==> src/source/id_pkg.sv <==
/* Shared widths, instruction field positions, opcodes, enums and structs
   for the RV32I decode stage. Every module of the stage imports this package. */

package id_pkg;

  ////////////////////////////////////////////////////////////
  // Widths and instruction fields
  ////////////////////////////////////////////////////////////

  localparam int unsigned XLEN       = 32;
  localparam int unsigned REG_ADDR_W = 5;
  localparam int unsigned NUM_REGS   = 32;

  // Low bit of each register index in the instruction word
  localparam int unsigned RS1_LSB = 15;
  localparam int unsigned RS2_LSB = 20;
  localparam int unsigned RD_LSB  = 7;

  // Link increment, no compressed instructions
  localparam logic [XLEN-1:0] PC_INCR = 'd4;

  ////////////////////////////////////////////////////////////
  // Major opcodes
  ////////////////////////////////////////////////////////////

  localparam logic [6:0] OPC_OP     = 7'b0110011;
  localparam logic [6:0] OPC_OP_IMM = 7'b0010011;
  localparam logic [6:0] OPC_LOAD   = 7'b0000011;
  localparam logic [6:0] OPC_STORE  = 7'b0100011;
  localparam logic [6:0] OPC_BRANCH = 7'b1100011;
  localparam logic [6:0] OPC_JAL    = 7'b1101111;
  localparam logic [6:0] OPC_JALR   = 7'b1100111;
  localparam logic [6:0] OPC_LUI    = 7'b0110111;
  localparam logic [6:0] OPC_AUIPC  = 7'b0010111;

  ////////////////////////////////////////////////////////////
  // Enums
  ////////////////////////////////////////////////////////////

  // Arithmetic ops first, branch compares in the upper half
  typedef enum logic [3:0] {
    ALU_ADD, ALU_SUB, ALU_SLL, ALU_SLT, ALU_SLTU, ALU_XOR, ALU_SRL, ALU_SRA,
    ALU_OR, ALU_AND, ALU_EQ, ALU_NE, ALU_LT, ALU_GE, ALU_LTU, ALU_GEU
  } alu_op_e;

  typedef enum logic [1:0] {OP_A_REG, OP_A_PC, OP_A_ZERO} op_a_sel_e;

  typedef enum logic [2:0] {
    OP_B_REG, OP_B_IMM_I, OP_B_IMM_S, OP_B_IMM_U, OP_B_PCINCR
  } op_b_sel_e;

  typedef enum logic [1:0] {OP_C_RS2, OP_C_BCH, OP_C_ZERO} op_c_sel_e;

  typedef enum logic [1:0] {XFER_NONE, XFER_BRANCH, XFER_JAL, XFER_JALR} xfer_e;

  typedef enum logic [1:0] {LSU_BYTE, LSU_HALF, LSU_WORD} lsu_size_e;

  ////////////////////////////////////////////////////////////
  // Structs
  ////////////////////////////////////////////////////////////

  // Fetch to decode
  typedef struct packed {
    logic            valid;
    logic [XLEN-1:0] pc;
    logic [XLEN-1:0] instr;
  } if_id_t;

  // One register write, EX forward port or WB write port
  typedef struct packed {
    logic                  we;
    logic [REG_ADDR_W-1:0] waddr;
    logic [XLEN-1:0]       wdata;
  } wr_port_t;

  // Decoder output
  typedef struct packed {
    alu_op_e   alu_op;
    op_a_sel_e op_a_sel;
    op_b_sel_e op_b_sel;
    op_c_sel_e op_c_sel;
    xfer_e     xfer;
    logic [1:0] rf_re;
    logic      rf_we;
    logic      lsu_en;
    logic      lsu_we;
    lsu_size_e lsu_size;
    logic      lsu_sign_ext;
    logic      illegal;
  } dec_ctrl_t;

  // ID/EX pipeline register
  typedef struct packed {
    logic                  valid;
    alu_op_e               alu_op;
    logic [XLEN-1:0]       operand_a;
    logic [XLEN-1:0]       operand_b;
    logic [XLEN-1:0]       operand_c;
    logic                  rf_we;
    logic [REG_ADDR_W-1:0] rf_waddr;
    logic                  lsu_en;
    logic                  lsu_we;
    lsu_size_e             lsu_size;
    logic                  lsu_sign_ext;
    logic                  branch;
    logic [XLEN-1:0]       pc;
    logic                  illegal;
  } id_ex_t;

endpackage

==> src/source/id_ex_pipe.sv <==
/* ID/EX pipeline register with the stage handshake. Loads on accept,
   holds while EX stalls and inserts a bubble when nothing is accepted. */

`timescale 1ns/1ps

module id_ex_pipe (
  input  logic                    clk,
  input  logic                    rst_n,
  input  id_pkg::if_id_t          if_id_i,
  input  logic                    kill_i,
  input  logic                    ex_ready_i,
  input  id_pkg::dec_ctrl_t       ctrl_i,
  input  logic [id_pkg::XLEN-1:0] operand_a_i,
  input  logic [id_pkg::XLEN-1:0] operand_b_i,
  input  logic [id_pkg::XLEN-1:0] operand_c_i,
  output logic                    id_ready_o,
  output logic                    jmp_valid_o,
  output id_pkg::id_ex_t          id_ex_o
);

  import id_pkg::*;

  logic accept;

  // A killed instruction is dropped, so ID is free to take the next one
  assign id_ready_o  = kill_i || ex_ready_i;
  assign accept      = if_id_i.valid && id_ready_o && !kill_i;
  assign jmp_valid_o = accept && ((ctrl_i.xfer == XFER_JAL) || (ctrl_i.xfer == XFER_JALR));

  always_ff @(posedge clk or negedge rst_n) begin
    if (!rst_n) begin
      id_ex_o <= '0;
    end else if (accept) begin
      id_ex_o.valid     <= 1'b1;
      id_ex_o.alu_op    <= ctrl_i.alu_op;
      id_ex_o.operand_a <= operand_a_i;
      id_ex_o.operand_b <= operand_b_i;
      id_ex_o.operand_c <= operand_c_i;
      id_ex_o.rf_we     <= ctrl_i.rf_we;
      id_ex_o.rf_waddr  <= if_id_i.instr[RD_LSB +: REG_ADDR_W];
      id_ex_o.lsu_en    <= ctrl_i.lsu_en;
      // LSU attributes only change for memory instructions
      if (ctrl_i.lsu_en) begin
        id_ex_o.lsu_we       <= ctrl_i.lsu_we;
        id_ex_o.lsu_size     <= ctrl_i.lsu_size;
        id_ex_o.lsu_sign_ext <= ctrl_i.lsu_sign_ext;
      end
      id_ex_o.branch  <= (ctrl_i.xfer == XFER_BRANCH);
      id_ex_o.pc      <= if_id_i.pc;
      id_ex_o.illegal <= ctrl_i.illegal;
    end else if (ex_ready_i) begin
      // EX took the old entry and nothing new came in
      id_ex_o.valid <= 1'b0;
    end
  end

endmodule

==> src/source/id_regfile.sv <==
/* Integer register file x1 to x31 with two asynchronous read ports and
   one write port from WB. x0 is not stored and always reads zero. */

`timescale 1ns/1ps

module id_regfile (
  input  logic                          clk,
  input  logic                          rst_n,
  input  logic [id_pkg::REG_ADDR_W-1:0] raddr_a_i,
  input  logic [id_pkg::REG_ADDR_W-1:0] raddr_b_i,
  output logic [id_pkg::XLEN-1:0]       rdata_a_o,
  output logic [id_pkg::XLEN-1:0]       rdata_b_o,
  input  id_pkg::wr_port_t              wr_i
);

  import id_pkg::*;

  // Storage for x1 and up
  logic [XLEN-1:0] regs [1:NUM_REGS-1];

  // Write port, address 0 is dropped
  always_ff @(posedge clk or negedge rst_n) begin
    if (!rst_n) begin
      for (int i = 1; i < NUM_REGS; i++) begin
        regs[i] <= '0;
      end
    end else if (wr_i.we && (wr_i.waddr != '0)) begin
      regs[wr_i.waddr] <= wr_i.wdata;
    end
  end

  // Read ports
  always_comb begin
    rdata_a_o = '0;
    rdata_b_o = '0;
    if (raddr_a_i != '0) begin
      rdata_a_o = regs[raddr_a_i];
    end
    if (raddr_b_i != '0) begin
      rdata_b_o = regs[raddr_b_i];
    end
  end

endmodule

==> src/source/id_stage.sv <==
/* Top of the RV32I instruction decode stage. Connects decoder, register
   file, forwarding, operand muxes and the ID/EX register. */

`timescale 1ns/1ps

module id_stage (
  input  logic                    clk,
  input  logic                    rst_n,
  input  id_pkg::if_id_t          if_id_i,
  input  logic                    kill_i,
  input  id_pkg::wr_port_t        ex_fwd_i,
  input  id_pkg::wr_port_t        wb_wr_i,
  input  logic                    ex_ready_i,
  output logic                    id_ready_o,
  output id_pkg::id_ex_t          id_ex_o,
  output logic                    jmp_valid_o,
  output logic [id_pkg::XLEN-1:0] jmp_target_o
);

  import id_pkg::*;

  dec_ctrl_t             ctrl;
  logic [REG_ADDR_W-1:0] rs1;
  logic [REG_ADDR_W-1:0] rs2;
  logic [XLEN-1:0]       rf_rdata_a;
  logic [XLEN-1:0]       rf_rdata_b;
  logic [XLEN-1:0]       rs1_val;
  logic [XLEN-1:0]       rs2_val;
  logic [XLEN-1:0]       operand_a;
  logic [XLEN-1:0]       operand_b;
  logic [XLEN-1:0]       operand_c;

  // Source register fields
  assign rs1 = if_id_i.instr[RS1_LSB +: REG_ADDR_W];
  assign rs2 = if_id_i.instr[RS2_LSB +: REG_ADDR_W];

  rv_decoder u_decoder (
    .instr_i (if_id_i.instr),
    .ctrl_o  (ctrl)
  );

  id_regfile u_regfile (
    .clk       (clk),
    .rst_n     (rst_n),
    .raddr_a_i (rs1),
    .raddr_b_i (rs2),
    .rdata_a_o (rf_rdata_a),
    .rdata_b_o (rf_rdata_b),
    .wr_i      (wb_wr_i)
  );

  operand_fwd u_fwd (
    .rs1_i        (rs1),
    .rs2_i        (rs2),
    .rf_rdata_a_i (rf_rdata_a),
    .rf_rdata_b_i (rf_rdata_b),
    .ex_fwd_i     (ex_fwd_i),
    .wb_wr_i      (wb_wr_i),
    .rs1_val_o    (rs1_val),
    .rs2_val_o    (rs2_val)
  );

  operand_mux u_opmux (
    .instr_i      (if_id_i.instr),
    .pc_i         (if_id_i.pc),
    .ctrl_i       (ctrl),
    .rs1_val_i    (rs1_val),
    .rs2_val_i    (rs2_val),
    .operand_a_o  (operand_a),
    .operand_b_o  (operand_b),
    .operand_c_o  (operand_c),
    .jmp_target_o (jmp_target_o)
  );

  id_ex_pipe u_pipe (
    .clk         (clk),
    .rst_n       (rst_n),
    .if_id_i     (if_id_i),
    .kill_i      (kill_i),
    .ex_ready_i  (ex_ready_i),
    .ctrl_i      (ctrl),
    .operand_a_i (operand_a),
    .operand_b_i (operand_b),
    .operand_c_i (operand_c),
    .id_ready_o  (id_ready_o),
    .jmp_valid_o (jmp_valid_o),
    .id_ex_o     (id_ex_o)
  );

endmodule

==> src/source/operand_fwd.sv <==
/* Source operand forwarding. Each source takes the EX result first, then
   the WB write, and falls back to the register file read value. */

`timescale 1ns/1ps

module operand_fwd (
  input  logic [id_pkg::REG_ADDR_W-1:0] rs1_i,
  input  logic [id_pkg::REG_ADDR_W-1:0] rs2_i,
  input  logic [id_pkg::XLEN-1:0]       rf_rdata_a_i,
  input  logic [id_pkg::XLEN-1:0]       rf_rdata_b_i,
  input  id_pkg::wr_port_t              ex_fwd_i,
  input  id_pkg::wr_port_t              wb_wr_i,
  output logic [id_pkg::XLEN-1:0]       rs1_val_o,
  output logic [id_pkg::XLEN-1:0]       rs2_val_o
);

  import id_pkg::*;

  // A write matches only with we set and the same nonzero index
  function automatic logic wr_hit(input logic [REG_ADDR_W-1:0] rs, input wr_port_t wr);
    return wr.we && (rs != '0) && (wr.waddr == rs);
  endfunction

  // Priority pick for one source register
  function automatic logic [XLEN-1:0] fwd_value(
    input logic [REG_ADDR_W-1:0] rs,
    input logic [XLEN-1:0]       rf_val,
    input wr_port_t              ex,
    input wr_port_t              wb
  );
    logic [XLEN-1:0] val;
    if (wr_hit(rs, ex)) begin
      val = ex.wdata;
    end else if (wr_hit(rs, wb)) begin
      val = wb.wdata;
    end else begin
      // x0 arrives as zero from the register file
      val = rf_val;
    end
    return val;
  endfunction

  assign rs1_val_o = fwd_value(rs1_i, rf_rdata_a_i, ex_fwd_i, wb_wr_i);
  assign rs2_val_o = fwd_value(rs2_i, rf_rdata_b_i, ex_fwd_i, wb_wr_i);

endmodule

==> src/source/operand_mux.sv <==
/* Immediate extraction and operand selection for the ID stage. Builds
   operands A, B and C, the branch target and the JAL/JALR jump target. */

`timescale 1ns/1ps

module operand_mux (
  input  logic [id_pkg::XLEN-1:0] instr_i,
  input  logic [id_pkg::XLEN-1:0] pc_i,
  input  id_pkg::dec_ctrl_t       ctrl_i,
  input  logic [id_pkg::XLEN-1:0] rs1_val_i,
  input  logic [id_pkg::XLEN-1:0] rs2_val_i,
  output logic [id_pkg::XLEN-1:0] operand_a_o,
  output logic [id_pkg::XLEN-1:0] operand_b_o,
  output logic [id_pkg::XLEN-1:0] operand_c_o,
  output logic [id_pkg::XLEN-1:0] jmp_target_o
);

  import id_pkg::*;

  logic [XLEN-1:0] imm_i;
  logic [XLEN-1:0] imm_s;
  logic [XLEN-1:0] imm_b;
  logic [XLEN-1:0] imm_u;
  logic [XLEN-1:0] imm_j;
  logic [XLEN-1:0] rs1_val;
  logic [XLEN-1:0] rs2_val;
  logic [XLEN-1:0] bch_target;

  ////////////////////////////////////////////////////////////
  // Immediates, all sign extended from bit 31
  ////////////////////////////////////////////////////////////

  assign imm_i = {{20{instr_i[31]}}, instr_i[31:20]};
  assign imm_s = {{20{instr_i[31]}}, instr_i[31:25], instr_i[11:7]};
  assign imm_b = {{19{instr_i[31]}}, instr_i[31], instr_i[7], instr_i[30:25],
                  instr_i[11:8], 1'b0};
  assign imm_u = {instr_i[31:12], 12'b0};
  assign imm_j = {{12{instr_i[31]}}, instr_i[19:12], instr_i[20], instr_i[30:21], 1'b0};

  // Sources not read by the instruction show up as zero
  assign rs1_val = ctrl_i.rf_re[0] ? rs1_val_i : '0;
  assign rs2_val = ctrl_i.rf_re[1] ? rs2_val_i : '0;

  ////////////////////////////////////////////////////////////
  // Targets
  ////////////////////////////////////////////////////////////

  assign bch_target = pc_i + imm_b;

  // JALR clears bit 0 of the sum
  always_comb begin
    if (ctrl_i.xfer == XFER_JALR) begin
      jmp_target_o = (rs1_val + imm_i) & ~XLEN'(1);
    end else begin
      jmp_target_o = pc_i + imm_j;
    end
  end

  ////////////////////////////////////////////////////////////
  // Operand selection
  ////////////////////////////////////////////////////////////

  always_comb begin
    case (ctrl_i.op_a_sel)
      OP_A_PC:   operand_a_o = pc_i;
      OP_A_ZERO: operand_a_o = '0;
      default:   operand_a_o = rs1_val;
    endcase

    case (ctrl_i.op_b_sel)
      OP_B_IMM_I:  operand_b_o = imm_i;
      OP_B_IMM_S:  operand_b_o = imm_s;
      OP_B_IMM_U:  operand_b_o = imm_u;
      OP_B_PCINCR: operand_b_o = PC_INCR;
      default:     operand_b_o = rs2_val;
    endcase

    // Store data or branch target
    case (ctrl_i.op_c_sel)
      OP_C_RS2: operand_c_o = rs2_val;
      OP_C_BCH: operand_c_o = bch_target;
      default:  operand_c_o = '0;
    endcase
  end

endmodule

==> src/source/rv_decoder.sv <==
/* RV32I decoder for the ID stage. Maps opcode, funct3 and funct7 to the
   control struct and flags every encoding outside the supported subset. */

`timescale 1ns/1ps

module rv_decoder (
  input  logic [id_pkg::XLEN-1:0] instr_i,
  output id_pkg::dec_ctrl_t       ctrl_o
);

  import id_pkg::*;

  logic [6:0] opcode;
  logic [2:0] funct3;
  logic [6:0] funct7;

  assign opcode = instr_i[6:0];
  assign funct3 = instr_i[14:12];
  assign funct7 = instr_i[31:25];

  // ALU op of the register and immediate groups, alt picks SUB and SRA
  function automatic alu_op_e alu_from_funct3(input logic [2:0] f3, input logic alt);
    alu_op_e op;
    case (f3)
      3'b000:  op = alt ? ALU_SUB : ALU_ADD;
      3'b001:  op = ALU_SLL;
      3'b010:  op = ALU_SLT;
      3'b011:  op = ALU_SLTU;
      3'b100:  op = ALU_XOR;
      3'b101:  op = alt ? ALU_SRA : ALU_SRL;
      3'b110:  op = ALU_OR;
      default: op = ALU_AND;
    endcase
    return op;
  endfunction

  ////////////////////////////////////////////////////////////
  // Decode table
  ////////////////////////////////////////////////////////////

  always_comb begin
    // Defaults describe a harmless ADD with nothing enabled
    ctrl_o          = '0;
    ctrl_o.alu_op   = ALU_ADD;
    ctrl_o.op_a_sel = OP_A_REG;
    ctrl_o.op_b_sel = OP_B_REG;
    ctrl_o.op_c_sel = OP_C_ZERO;
    ctrl_o.xfer     = XFER_NONE;
    ctrl_o.lsu_size = LSU_WORD;

    case (opcode)
      OPC_OP: begin
        ctrl_o.rf_re  = 2'b11;
        ctrl_o.rf_we  = 1'b1;
        ctrl_o.alu_op = alu_from_funct3(funct3, funct7[5]);
        // Only SUB and SRA use the alternate funct7
        if (funct7 == 7'b0100000) begin
          ctrl_o.illegal = !((funct3 == 3'b000) || (funct3 == 3'b101));
        end else if (funct7 != 7'b0000000) begin
          ctrl_o.illegal = 1'b1;
        end
      end
      OPC_OP_IMM: begin
        ctrl_o.rf_re    = 2'b01;
        ctrl_o.rf_we    = 1'b1;
        ctrl_o.op_b_sel = OP_B_IMM_I;
        ctrl_o.alu_op   = alu_from_funct3(funct3, (funct3 == 3'b101) && funct7[5]);
        // Shift amounts carry a funct7 that must be checked
        if (funct3 == 3'b001) begin
          ctrl_o.illegal = (funct7 != 7'b0000000);
        end else if (funct3 == 3'b101) begin
          ctrl_o.illegal = (funct7 != 7'b0000000) && (funct7 != 7'b0100000);
        end
      end
      OPC_LUI: begin
        ctrl_o.rf_we    = 1'b1;
        ctrl_o.op_a_sel = OP_A_ZERO;
        ctrl_o.op_b_sel = OP_B_IMM_U;
      end
      OPC_AUIPC: begin
        ctrl_o.rf_we    = 1'b1;
        ctrl_o.op_a_sel = OP_A_PC;
        ctrl_o.op_b_sel = OP_B_IMM_U;
      end
      OPC_LOAD: begin
        ctrl_o.rf_re        = 2'b01;
        ctrl_o.rf_we        = 1'b1;
        ctrl_o.op_b_sel     = OP_B_IMM_I;
        ctrl_o.lsu_en       = 1'b1;
        ctrl_o.lsu_size     = lsu_size_e'(funct3[1:0]);
        ctrl_o.lsu_sign_ext = !funct3[2];
        // LB LH LW LBU LHU
        ctrl_o.illegal = (funct3[1:0] == 2'b11) || (funct3 == 3'b110);
      end
      OPC_STORE: begin
        ctrl_o.rf_re    = 2'b11;
        ctrl_o.op_b_sel = OP_B_IMM_S;
        ctrl_o.op_c_sel = OP_C_RS2;
        ctrl_o.lsu_en   = 1'b1;
        ctrl_o.lsu_we   = 1'b1;
        ctrl_o.lsu_size = lsu_size_e'(funct3[1:0]);
        ctrl_o.illegal  = funct3[2] || (funct3[1:0] == 2'b11);
      end
      OPC_BRANCH: begin
        ctrl_o.rf_re    = 2'b11;
        ctrl_o.op_c_sel = OP_C_BCH;
        ctrl_o.xfer     = XFER_BRANCH;
        case (funct3)
          3'b000:  ctrl_o.alu_op = ALU_EQ;
          3'b001:  ctrl_o.alu_op = ALU_NE;
          3'b100:  ctrl_o.alu_op = ALU_LT;
          3'b101:  ctrl_o.alu_op = ALU_GE;
          3'b110:  ctrl_o.alu_op = ALU_LTU;
          3'b111:  ctrl_o.alu_op = ALU_GEU;
          default: ctrl_o.illegal = 1'b1;
        endcase
      end
      // Jumps compute the link address pc + 4 in the ALU
      OPC_JAL: begin
        ctrl_o.rf_we    = 1'b1;
        ctrl_o.op_a_sel = OP_A_PC;
        ctrl_o.op_b_sel = OP_B_PCINCR;
        ctrl_o.xfer     = XFER_JAL;
      end
      OPC_JALR: begin
        ctrl_o.rf_re    = 2'b01;
        ctrl_o.rf_we    = 1'b1;
        ctrl_o.op_a_sel = OP_A_PC;
        ctrl_o.op_b_sel = OP_B_PCINCR;
        ctrl_o.xfer     = XFER_JALR;
        ctrl_o.illegal  = (funct3 != 3'b000);
      end
      default: ctrl_o.illegal = 1'b1;
    endcase

    // Illegal words travel down the pipe without side effects
    // Both sources are read speculatively
    if (ctrl_o.illegal) begin
      ctrl_o.rf_we  = 1'b0;
      ctrl_o.lsu_en = 1'b0;
      ctrl_o.rf_re  = 2'b11;
      ctrl_o.xfer   = XFER_NONE;
    end
  end

endmodule

==> config.mk <==
export PLATFORM = sky130hd
export DESIGN_NAME = id_stage
export DESIGN_NICKNAME = d
export VERILOG_FILES = /design/src/source/id_pkg.sv /design/src/source/id_ex_pipe.sv /design/src/source/id_regfile.sv /design/src/source/id_stage.sv /design/src/source/operand_fwd.sv /design/src/source/operand_mux.sv /design/src/source/rv_decoder.sv
export SDC_FILE = /design/constraint.sdc
export NUM_CORES = 2
export LEC_CHECK = 0
export BUFFER_PORTS_ARGS = -buffer_cell sky130_fd_sc_hd__buf_2
export CAP_MARGIN = 20
export CORE_MARGIN = 3
export CORE_UTILIZATION = 50
export DETAILED_ROUTE_END_ITERATION = 10
export HOLD_SLACK_MARGIN = 0.03
export PLACE_DENSITY = 0.67
export SLEW_MARGIN = 40
export SYNTH_ARGS = -nofsm -noshare
export SYNTH_HDL_FRONTEND = slang
export SYNTH_SLANG_ARGS = --single-unit
==> constraint.sdc <==
create_clock -name clk -period 7.3 [get_ports clk]
set_input_delay 0.73 -clock clk [delete_from_list [all_inputs] [get_ports clk]]
set_output_delay 0.73 -clock clk [all_outputs]
set_load 0.02 [all_outputs]
==> impl_metrics.py <==
metrics = {
    "sta": {
        "hold_violations": 0,
        "timing.fmax_mhz": 141,
        "timing.hold.ws_ns": 0.185,
        "worstMarginPinSlew_ns": 1.01,
        "slew_headroom": 0.319,
        "grt_setup_unrepaired": "false",
        "setup_viol": 0,
        "tns_ns": 0,
        "skew_ns": 0.0428,
        "period_share": 0.969,
        "slew_viol_final": 0,
        "finalCriticalPeriod_ns": 7.08,
    },
    "cells_and_area": {
        "synthToLayoutAreaGrowth_pct": 11.4,
        "layout-drive-gt1-share": 0.456,
        "fin_nets": 5318,
        "layout_common_cells": "dfrtp_1, mux2_2, mux4_2",
        "final_cells": 6943,
        "final_area_um2": 73200,
        "utilization": 0.563,
        "layout.cells.most_common": "dfrtp_1",
    },
    "route": {
        "via_per_inst": 6.77,
        "drt_iter0_markers": 5178,
        "wl_um": 224000,
        "routedWlPerCell_um": 32.2,
        "drc": 0,
        "vias": 47000,
        "drtPass1Iterations": 8,
        "ant_nets": 0,
    },
    "die": {
        "ioPinCount": 325,
        "fp.dieW_um": 368,
        "initial_core_util": 0.505,
        "num_rows": 132,
        "die_area_um2": 136000,
        "coreArea_um2": 130000,
        "fp.dieH_um": 368,
    },
    "synth": {
        "async_reset_ff_frac": 1.00,
        "ys.warnings.count": 0,
        "ys.flop_type": "dfrtp_1",
        "ys_types": 88,
        "syn-cell-area_um2": 65700,
        "ys_ff_latch": 1138,
        "synthCells": 4972,
        "synth_fp_nets": 5194,
        "synth_top_cell_by_area": "dfrtp_1",
        "synth_top_area_share": 0.433,
        "synth_area_leaders": "dfrtp_1, mux4_2, mux2_2",
        "synth-edff-count": 0,
        "avgSynthCellArea_um2": 13.2,
        "synth_seq_area_share": 0.433,
    },
    "placed_design": {
        "gp_congestion": 0.992,
        "dpl_cell_area_um2": 69100,
        "place.port_buffers": 324,
        "hpwl_um": 143000,
        "dp.cells": 6712,
    },
    "setup_path": {
        "cp-start-kind": "input pin",
        "cp_cell_sequence": "buf_8, buf_12, buf_12, mux4_2, mux4_2, nor2_1, o311ai_1, o21ai_1, nor2_1, ha_1, a2111oi_0, o21ai_0, a21oi_1, nor3_1, mux2_1, a21oi_1, nand3_1, xor2_1, buf_2",
        "cp_data_arrival_time_ns": 6.35,
        "cp-end-kind": "output port",
        "slowest_delay_ns": 0.84,
        "cp_top_family": "compound AO/OA/AOI/OAI gates",
        "required_ns": 6.57,
        "crit_slowest_cell": "o311ai_1",
        "path_buf_inv": 4,
        "critPathKind": "in -> out",
        "crit_fanout": 63,
    },
    "pwr": {
        "leakage_nw": 31.8,
        "ir_drop_mv": 0.205,
        "p_per_area_nw_per_um2": 269,
    },
    "global_routing": {
        "grt_pass1_wl_um": 326000,
        "grt_overflow": 0,
        "grt_pass1_vias": 46800,
        "antenna_found_initial": 12,
        "grt_max_degree": 155,
        "grt_usage": 0.327,
    },
    "min_path": {
        "hold_path_class": "in -> reg",
    },
    "outcome": {
        "outcome": "finished clean",
    },
    "clock_tree": {
        "cts_made_buffers": 118,
        "clk_latency_ns": 0.76,
        "cts-root-buf": "clkbuf_16",
        "clock_sinks": 1138,
        "tritoncts": "done",
        "ctsResizeCount": 0,
        "path_clk_slew_ns": 0.06,
        "cts_max_level": 3,
        "cts_buffer_depth": 3,
    },
    "run": {
        "maxCapViolations": 0,
    },
}
## power by group
| group | internal (mW) | switching, mW | leakage (nW) |
|---|---|---|---|
| combinational | 2.68 | 2.47 | 15.4 |
| clock | 3.51 | 2.66 | 1.92 |
| sequential | 7.52 | 0.867 | 14.5 |
| total | 13.7 | 6.00 | 31.8 |
## through the flow
step / total power [mW] / worst slack, ns
after floorplan: 11.8 / 1.42
after global placement: 13.4 / 0.433
after detailed placement: 13.5 / 0.493
after CTS: 19.7 / 0.460
after global routing: 20.5 / 0.0926
final: 19.7 / 0.225
## Yosys cell counts, drive strengths merged (7+ instances only)
master and instances:
dfrtp 1138, mux2 1027, mux4 572, nand2 371, nor2 345, clkbuf 286, buf 192, o21ai 188
a21oi 115, mux2i 79, ha 74, xnor2 53, a221oi 51, xor2 41, o211ai 40, a21o 35
inv 33, a22o 32, nand3 32, o311ai 31, nor3 23, nand4 18, a31oi 15, a211oi 14
nor2b 12, o21a 11, nand2b 10, o21bai 10, and3 7
## per-layer routing
metal  wire [um]  global-route usage  share of wire
met1       89000               0.448           0.40
met2      103000               0.502           0.46
met3       21500              0.0741          0.096
met4       10500               0.146          0.047
met5          19                   0       0.000085
## flip-flops by register name (all words and copies together) (netlist names)
| register | cells |
|---|---|
| u_regfile.regs | 992 |
| u_pipe.id_ex_o | 146 |
## worst paths after layout
path | start | end | slack (ns) | cells past startpoint
max | if_id_i[15] | jmp_target_o[31] | 0.22 | 19
min | ex_ready_i | u_pipe.id_ex_o[145]$_DFFE_PN0P_ | 0.18 | 2
max reg2reg | u_regfile.regs[122]$_DFFE_PN0P_ | u_pipe.id_ex_o[135]$_DFFE_PN0P_ | 4.13 | 8
min reg2reg | u_pipe.id_ex_o[1]$_DFFE_PN0P_ | u_pipe.id_ex_o[1]$_DFFE_PN0P_ | 0.47 | 2
max in group asynchronous | rst_n | u_regfile.regs[44]$_DFFE_PN0P_ | 4.93 | 6
min in group asynchronous | rst_n | u_regfile.regs[921]$_DFFE_PN0P_ | 0.60 | 2
## final cells by class
type	instances	area, um2
clock inverter	37	427
tap	1742	2180
multi-input combinational	3323	35200
sequential	1138	28500
fill	10500	56800
inverter	33	124
antenna	13	32.5
clock buffer	175	3490
timing repair buffer	482	3270
## cell families (layout without fill, tap and decap cells)
group	Yosys count	count (layout)	share of synthesized area
muxes	1678	1678	0.384
DFF	1138	1138	0.433
and+or+nand+nor	867	867	0.0558
AOI/OAI and AO/OA	607	607	0.0644
buffers and inverters	511	727	0.0347
xor gates and xnor gates	94	94	0.0125
adders and majority gates	77	77	0.0150
other	0	13	0
## worst register-to-register path, cell delays in order, from the launching register on
cell and delay, ns:
dfrtp_1 0.40, mux4_2 0.48, mux4_2 0.51, a21oi_1 0.17, nor2_1 0.06, a21oi_1 0.54, a211oi_2 0.19, a21oi_1 0.56
o21ai_1 0.11
## what timing repair did
action / CTS / global route
buffers inserted: 0 / 0
hold endpoints to repair: 44 / 0
hold buffers: 1 / 0
No activity file was read; power rests on OpenSTA's default activity.
